$ cat src/design/burst_pkg.sv
/*
 * shared definitions for the burst packer
 * word and sequence widths, controller state enum,
 * read request tag and output word structs
 */

package burst_pkg;

	// width of one sample word
	localparam int WORD_W = 16;

	// frame sequence number, wraps at 256
	localparam int SEQ_W = 8;

	// controller states
	typedef enum logic [1:0] {
		// waiting for a frame condition
		IDLE,
		// reading a full frame of BURST_LEN words
		BURST,
		// reading the remainder latched on entry
		FLUSH
	} ctrl_state_e;

	// read request from the controller, one per FIFO read
	typedef struct packed {
		logic re;
		logic first;
		logic last;
	} rd_tag_t;

	// framed output word
	typedef struct packed {
		logic [WORD_W-1:0] data;
		logic sof;
		logic eof;
		logic [SEQ_W-1:0] seq;
	} frame_word_t;

endpackage

$ cat src/design/burst_ctrl.sv
/*
 * burst controller FSM
 * chooses full bursts or flushes from the FIFO occupancy
 * and issues tagged read strobes
 */

`timescale 1ns/1ps

module burst_ctrl #(
	parameter int AW = 3,
	parameter int BURST_LEN = 4
) (
	input logic clk,
	input logic rst,
	// level, blocks new frames while high
	input logic hold,
	// FIFO status, count is -1 when empty
	input logic signed [AW:0] count,
	input logic empty,
	// idle timeout from the flush timer
	input logic expire,
	// read strobe with frame marks
	output burst_pkg::rd_tag_t rd,
	// lets the flush timer count
	output logic run
);

	burst_pkg::ctrl_state_e state;

	// number of words waiting, 0 up to the depth
	logic [AW:0] occ;
	// reads left in the current frame
	logic [AW:0] remain;
	// next read is the first of its frame
	logic first_pend;
	logic start_burst;
	logic start_flush;

	// signed count is one below the occupancy
	assign occ = empty ? '0 : $unsigned(count) + 1'b1;

	// frames start only from IDLE and only with hold low
	assign start_burst = (state == burst_pkg::IDLE) && !hold
		&& (occ >= (AW+1)'(BURST_LEN));
	assign start_flush = (state == burst_pkg::IDLE) && !hold
		&& !start_burst && expire && !empty;

	// timer runs only while a short remainder sits idle
	assign run = (state == burst_pkg::IDLE) && !empty && !hold;

	always_ff @(posedge clk) begin
		if (rst) begin
			state <= burst_pkg::IDLE;
			remain <= '0;
			first_pend <= 1'b0;
		end else begin
			case (state)
				burst_pkg::IDLE: begin
					if (start_burst) begin
						state <= burst_pkg::BURST;
						remain <= (AW+1)'(BURST_LEN);
						first_pend <= 1'b1;
					end else if (start_flush) begin
						// later writes wait for the next frame
						state <= burst_pkg::FLUSH;
						remain <= occ;
						first_pend <= 1'b1;
					end
				end
				burst_pkg::BURST, burst_pkg::FLUSH: begin
					// one read per cycle until the frame is done
					first_pend <= 1'b0;
					remain <= remain - 1'b1;
					if (remain == (AW+1)'(1)) begin
						// always back through IDLE for at least a cycle
						state <= burst_pkg::IDLE;
					end
				end
				default: begin
					state <= burst_pkg::IDLE;
				end
			endcase
		end
	end

	// reads run on every cycle spent in a frame state
	always_comb begin
		rd = '0;
		if (state != burst_pkg::IDLE) begin
			rd.re = 1'b1;
			rd.first = first_pend;
			rd.last = remain == (AW+1)'(1);
		end
	end

endmodule

$ cat src/design/burst_packer.sv
/*
 * burst packer top level
 * short FIFO, flush timer, burst controller and output tagger
 */

`timescale 1ns/1ps

module burst_packer #(
	// depth is 2**AW
	parameter int AW = 3,
	// words per full frame, 2 up to the depth
	parameter int BURST_LEN = 4,
	// idle cycles before a short frame is flushed
	parameter int FLUSH_CYCLES = 16
) (
	input logic clk,
	input logic rst,
	input logic [burst_pkg::WORD_W-1:0] din,
	input logic we,
	// level, keeps new frames from starting
	input logic hold,
	output burst_pkg::frame_word_t out_word,
	output logic out_valid,
	output logic full,
	output logic empty
);

	logic [burst_pkg::WORD_W-1:0] fifo_dout;
	logic signed [AW:0] fifo_count;
	burst_pkg::rd_tag_t rd;
	logic run;
	logic expire;

	// writes beyond a full FIFO are lost here
	shortfifo #(
		.dw(burst_pkg::WORD_W),
		.aw(AW)
	) i_shortfifo (
		.clk  (clk),
		.rst  (rst),
		.din  (din),
		.we   (we),
		.dout (fifo_dout),
		.re   (rd.re),
		.full (full),
		.empty(empty),
		.last (),
		.count(fifo_count)
	);

	// every write strobe restarts the idle count
	flush_timer #(
		.FLUSH_CYCLES(FLUSH_CYCLES)
	) i_flush_timer (
		.clk   (clk),
		.rst   (rst),
		.run   (run),
		.kick  (we),
		.expire(expire)
	);

	burst_ctrl #(
		.AW       (AW),
		.BURST_LEN(BURST_LEN)
	) i_burst_ctrl (
		.clk   (clk),
		.rst   (rst),
		.hold  (hold),
		.count (fifo_count),
		.empty (empty),
		.expire(expire),
		.rd    (rd),
		.run   (run)
	);

	frame_tagger i_frame_tagger (
		.clk      (clk),
		.rst      (rst),
		.data     (fifo_dout),
		.rd       (rd),
		.out_word (out_word),
		.out_valid(out_valid)
	);

endmodule

$ cat src/design/flush_timer.sv
/*
 * idle timer for the flush path
 * counts cycles without a write while run is high
 */

`timescale 1ns/1ps

module flush_timer #(
	parameter int FLUSH_CYCLES = 16
) (
	input logic clk,
	input logic rst,
	// controller idle with words waiting
	input logic run,
	// a write arrived this cycle
	input logic kick,
	// one cycle pulse once the idle period has elapsed
	output logic expire
);

	// one extra count value marks the saturated state after expiry
	localparam int CW = $clog2(FLUSH_CYCLES + 1);

	logic [CW-1:0] cnt;
	logic counting;

	// a kick or a stopped timer restarts the idle period
	assign counting = run && !kick;

	always_ff @(posedge clk) begin
		if (rst) begin
			cnt <= '0;
		end else if (!counting) begin
			cnt <= '0;
		end else if (cnt != CW'(FLUSH_CYCLES)) begin
			// stops at FLUSH_CYCLES so that expire fires once
			cnt <= cnt + 1'b1;
		end
	end

	// cnt holds the number of earlier idle cycles in this period,
	// so this is the FLUSH_CYCLES-th one
	assign expire = counting && (cnt == CW'(FLUSH_CYCLES - 1));

endmodule

$ cat src/design/frame_tagger.sv
/*
 * output register for framed words
 * adds sof/eof marks and the frame sequence number
 */

`timescale 1ns/1ps

module frame_tagger (
	input logic clk,
	input logic rst,
	// head of the FIFO, valid in the cycle of a read
	input logic [burst_pkg::WORD_W-1:0] data,
	// read strobe and frame marks from the controller
	input burst_pkg::rd_tag_t rd,
	output burst_pkg::frame_word_t out_word,
	output logic out_valid
);

	// sequence number of the frame being read
	logic [burst_pkg::SEQ_W-1:0] seq;

	// word and marks load only on a read
	always_ff @(posedge clk) begin
		if (rd.re) begin
			out_word.data <= data;
			out_word.sof <= rd.first;
			out_word.eof <= rd.last;
			out_word.seq <= seq;
		end
	end

	// valid follows the read strobe by one cycle
	always_ff @(posedge clk) begin
		if (rst) begin
			out_valid <= 1'b0;
		end else begin
			out_valid <= rd.re;
		end
	end

	// advance after the last word of each frame, wraps naturally
	always_ff @(posedge clk) begin
		if (rst) begin
			seq <= '0;
		end else if (rd.re && rd.last) begin
			seq <= seq + 1'b1;
		end
	end

endmodule

$ cat src/design/shortfifo.sv
/*
 * shortfifo: SRL-style short FIFO, depth 2**aw
 * abstract_dsr: one-bit dynamic shift register with addressed tap
 */

`timescale 1ns/1ps

module shortfifo #(
	parameter int dw = 16,
	parameter int aw = 3
) (
	input logic clk,
	input logic rst,
	// write side
	input logic [dw-1:0] din,
	input logic we,
	// read side, dout shows the oldest word whenever not empty
	output logic [dw-1:0] dout,
	input logic re,
	// status, all decoded from the read address
	output logic full,
	output logic empty,
	output logic last,
	// -1 when empty, 0 for one element, up to 2**aw - 1 when full
	output logic signed [aw:0] count
);

	localparam int len = 1 << aw;

	// one extra bit so that full and empty differ
	logic [aw:0] raddr;
	logic re_ok;
	logic we_ok;

	// reads on an empty FIFO are ignored
	assign re_ok = re && !empty;
	// a full FIFO still accepts a write when it is read in the same cycle
	assign we_ok = we && (!full || re_ok);

	// one shift register per data bit, all sharing the tap address
	for (genvar ix = 0; ix < dw; ix++) begin : g_bit
		abstract_dsr #(
			.aw(aw)
		) i_dsr (
			.clk (clk),
			.ce  (we_ok),
			.din (din[ix]),
			.addr(raddr[aw-1:0]),
			.dout(dout[ix])
		);
	end

	// address moves up on write, down on read, stays when both
	always_ff @(posedge clk) begin
		if (rst) begin
			// all ones is the empty position
			raddr <= '1;
		end else begin
			raddr <= raddr + (aw+1)'(we_ok) - (aw+1)'(re_ok);
		end
	end

	assign full = raddr == (aw+1)'(len - 1);
	assign empty = &raddr;
	assign last = raddr == '0;
	assign count = $signed(raddr);

endmodule

// newest bit enters at position zero, addr picks the tap
module abstract_dsr #(
	parameter int aw = 3
) (
	input logic clk,
	input logic ce,
	input logic din,
	input logic [aw-1:0] addr,
	output logic dout
);

	localparam int len = 1 << aw;

	logic [len-1:0] sr;

	always_ff @(posedge clk) begin
		if (ce) begin
			sr <= {sr[len-2:0], din};
		end
	end

	assign dout = sr[addr];

endmodule

$ cat config.mk
export PLATFORM = sky130hd
export DESIGN_NAME = burst_packer
export DESIGN_NICKNAME = d
export VERILOG_FILES = /design/src/design/burst_pkg.sv /design/src/design/burst_ctrl.sv /design/src/design/burst_packer.sv /design/src/design/flush_timer.sv /design/src/design/frame_tagger.sv /design/src/design/shortfifo.sv
export SDC_FILE = /design/constraint.sdc
export NUM_CORES = 1
export LEC_CHECK = 0
export BUFFER_PORTS_ARGS = -buffer_cell sky130_fd_sc_hd__buf_4
export CORE_MARGIN = 2
export CORE_UTILIZATION = 60
export CTS_CLUSTER_SIZE = 8
export DETAILED_ROUTE_END_ITERATION = 12
export GPL_TIMING_DRIVEN = 0
export MAX_ROUTING_LAYER = met4
export PLACE_DENSITY = 0.79
export RECOVER_POWER = 25
export SYNTH_ARGS = -nofsm -noshare
export SYNTH_HDL_FRONTEND = slang
export SYNTH_SLANG_ARGS = --single-unit
export TNS_END_PERCENT = 20
$ cat constraint.sdc
create_clock -name clk -period 11.5 [get_ports clk]
set_input_delay 1.15 -clock clk [delete_from_list [all_inputs] [get_ports clk]]
set_output_delay 1.15 -clock clk [all_outputs]
set_load 0.01 [all_outputs]
==> impl_metrics.py <==
metrics = {
    "cells_and_area": {
        "drive_gt1_share_pct": 26.73,
        "area_delta_synth_final_pct": 17.37,
        "layout_common_cells": "edfxtp_1 (154), nand2_1 (57), buf_4 (48)",
        "layout_commonest_cell": "edfxtp_1",
        "layout.cells.non_filler": 633,
        "fill_cells": 698,
        "n_antenna_cell": 0,
        "fin_nets": 514,
    },
    "sta": {
        "grt_setup_unrepaired": "no",
        "hold_ws_ns": 0.4385,
        "worst_slew_pin_slew_ns": 1.213,
        "relSlewSlack_pct": 19.04,
        "maxSlewViolCount": 0,
        "min_period_ns": 2.973,
        "min_period_over_period_pct": 25.85,
        "setup-violations-final": 0,
        "worst_clock_skew_ns": 0.01346,
        "fmaxAchievable_mhz": 336.4,
        "timing.setup.tns_ns": 0,
        "hold_viol_final": 0,
    },
    "clocking": {
        "cts_tree": "built",
        "cts_sinks": 179,
        "post_cts_buffers": 0,
        "cts_hold_buf": 0,
        "cts-root-buf": "clkbuf_16",
        "cts_buffers": 17,
        "clk_latency_ns": 0.43,
        "cts_buffer_depth": 2,
        "postCtsResizedCells": 0,
        "clkTransAtPathRegs_ns": 0.07,
        "htreeDepth": 4,
    },
    "die": {
        "core_mm2": 0.01147,
        "dieArea_mm2": 0.01268,
        "start_util_pct": 61.69,
        "die_h_um": 112.6,
        "rows": 39,
        "fp.dieW_um": 112.6,
        "io_pins": 49,
    },
    "synthesis": {
        "synth_nets": 447,
        "synth-seq-cells": 179,
        "synth_edf_count": 154,
        "synthArstFlopShare_pct": 0,
        "synthFlopType": "edfxtp_1",
        "synth_warnings": 0,
        "synth_cell_types": 47,
        "syn_area_mm2": 0.007074,
        "avgSynthCellArea_um2": 17.25,
        "synthCells": 410,
        "yosysSeqAreaShare_pct": 72.44,
    },
    "power_and_ir_drop": {
        "internal_power_uw": 1600,
        "power.total_uw": 2240,
        "p_sw_uw": 640.0,
        "pwr-share-clk_pct": 28.7,
        "peakVddDrop_mv": 0.1515,
        "leakage_uw": 0.003081,
        "seqPwrFrac_pct": 44.3,
        "switching_share_pct": 28.57,
        "powerDensity_mw_per_mm2": 269.8,
        "pwr-share-comb_pct": 27.0,
    },
    "placed_design": {
        "routabilityCongestion": 0.7942,
        "place_hpwl_um": 7593,
        "dp.cells": 601,
        "portBuffers": 47,
    },
    "grt": {
        "grt-ovfl-total": 0,
        "grt_antenna_before_repair": 0,
        "grt_max_degree": 79,
        "grt_usage_pct": 21.69,
        "grt_pass1_wl_um": 19710,
        "grt_pass1_vias": 3701,
    },
    "drt": {
        "routedWlPerCell_um": 19.75,
        "drc_errors": 0,
        "routed_wl_um": 12500,
        "dr.pass1.iters": 4,
        "via_per_inst": 5.810,
        "drtIter0Drc": 423,
        "route.vias.total": 3678,
        "ant_nets": 0,
    },
    "setup_path": {
        "crit_arrival_ns": 3.29,
        "r2r-end": "i_shortfifo.count[1]$_SDFF_PP1_",
        "startpoint_type": "flip-flop",
        "critPathKind": "flip-flop to flip-flop",
        "path_max_fanout": 52,
        "ff2ff_path_depth": 8,
        "endpoint_kind": "flip-flop",
        "required_ns": 11.82,
        "ff2ff_setup_slack_ns": 8.53,
        "r2r-start": "i_shortfifo.count[1]$_SDFF_PP1_",
    },
    "worst_hold_path": {
        "hold_end": "i_shortfifo.g_bit[11].i_dsr.sr[4]$_DFFE_PP_",
        "worstHoldStart": "i_shortfifo.g_bit[11].i_dsr.sr[3]$_DFFE_PP_",
        "holdPathStages": 0,
        "hold_path.class": "flip-flop to flip-flop",
    },
    "outcome": {
        "outcome": "complete, no violations",
    },
    "run": {
        "drv_cap": 0,
    },
}
==> power groups by stage <==
| stage | Sequential (uW) | Clock [uW] | Combinational, uW |
|---|---|---|---|
| 2_1_floorplan | 1010 | 0 | 392 |
| 3_3_place_gp | 1000 | 0 | 569 |
| 3_5_place_dp | 1000 | 0 | 597 |
| 4_1_cts | 994 | 654 | 610 |
| 5_1_grt | 1010 | 680 | 656 |
| 6_report | 992 | 643 | 604 |
==> how the worst max path moves through the flow <==
| stage | startpoint | to | slack, ns |
|---|---|---|---|
| 3_3_place_gp | we | i_shortfifo.count[1]$_SDFF_PP1_ | 5.12 |
| 5_1_grt | i_shortfifo.count[1]$_SDFF_PP1_ | i_shortfifo.count[1]$_SDFF_PP1_ | 8.33 |
| 3_5_place_dp | we | i_shortfifo.count[1]$_SDFF_PP1_ | 8.51 |
| 4_1_cts | i_shortfifo.count[1]$_SDFF_PP1_ | i_shortfifo.count[1]$_SDFF_PP1_ | 8.52 |
| 2_1_floorplan | we | i_shortfifo.count[1]$_SDFF_PP1_ | 6.12 |
| 6_report | i_shortfifo.count[1]$_SDFF_PP1_ | i_shortfifo.count[1]$_SDFF_PP1_ | 8.53 |
==> critical path, cell delays in order (launching register included) <==
cell      delay (ns)
dfxtp_1         0.35
ha_1            0.26
and2_1          0.16
clkbuf_1        0.16
nor2_1          0.26
o21a_4          0.64
ha_1            0.31
fa_1            0.41
or2_2           0.28
==> registers in the layout, summed over array words and instances (netlist names) <==
| signal | flops |
|---|---|
| i_shortfifo.g_bit.i_dsr.sr | 128 |
| i_frame_tagger.out_word | 26 |
| i_frame_tagger.seq | 8 |
| i_flush_timer.cnt | 5 |
| i_burst_ctrl.remain | 4 |
| i_shortfifo.count | 4 |
| i_burst_ctrl.state | 2 |
| i_burst_ctrl.first_pend | 1 |
| i_frame_tagger.out_valid | 1 |
==> cells in the mapped netlist, drive strengths merged, types with 2 or more instances <==
| cell type | number | area, um^2 |
|---|---|---|
| edfxtp | 154 | 4624 |
| nand2 | 57 | 214.0 |
| mux4 | 32 | 720.7 |
| dfxtp | 25 | 500.5 |
| inv | 21 | 78.83 |
| nor2 | 17 | 63.81 |
| ha | 16 | 200.2 |
| clkbuf | 9 | 43.79 |
| buf | 8 | 65.06 |
| xnor2 | 7 | 61.31 |
| xor2 | 7 | 61.31 |
| nand3 | 6 | 40.04 |
| o21ai | 5 | 28.78 |
| a21oi | 4 | 20.02 |
| a2111oi | 3 | 26.28 |
| and3 | 3 | 18.77 |
| mux2i | 3 | 30.03 |
| nor2b | 3 | 18.77 |
| or2 | 3 | 18.77 |
| a211oi | 2 | 15.01 |
| and2 | 2 | 12.51 |
| nand4 | 2 | 12.51 |
| nor3 | 2 | 10.01 |
| o31ai | 2 | 15.01 |
==> cell type report <==
class	instances	area, um^2	area share, %
clock inverter	15	236.5	2.848
timing repair buffer	48	380.4	4.581
sequential	179	5125	61.72
multi-input combinational	192	1765	21.26
inverter	22	82.58	0.9946
tap	143	178.9	2.155
clock buffer	17	425.4	5.124
buffer	17	108.9	1.311
==> through the flow <==
stage	setup WS [ns]	utilization [%]	cell area, um^2
after floorplan	6.120	-	7074
after global placement	5.121	66.33	7606
after detailed placement	8.511	66.63	7641
after CTS	8.523	72.41	8303
after global routing	8.331	72.41	8303
final	8.527	72.41	8303
==> cells by family after synthesis <==
kind of cell / after synthesis / share of synthesized area, %
AO/OA/AOI/OAI: 25 / 2.724
XOR/XNOR: 14 / 1.733
adder cells (fa/ha/maj): 17 / 3.113
buffers and inverters: 39 / 2.706
flip-flops: 179 / 72.44
multiplexers: 35 / 10.61
AND/OR/NAND/NOR: 101 / 6.668
==> metal layers <==
metal	up-vias	global-route usage (%)	routed length [um]
met5	-	-	0
met4	0	8.699	174
met3	18	5.076	799
met2	139	34.01	6520
met1	1840	27.88	5009
li1	1681	-	-
(Power assumes the default switching activity.)
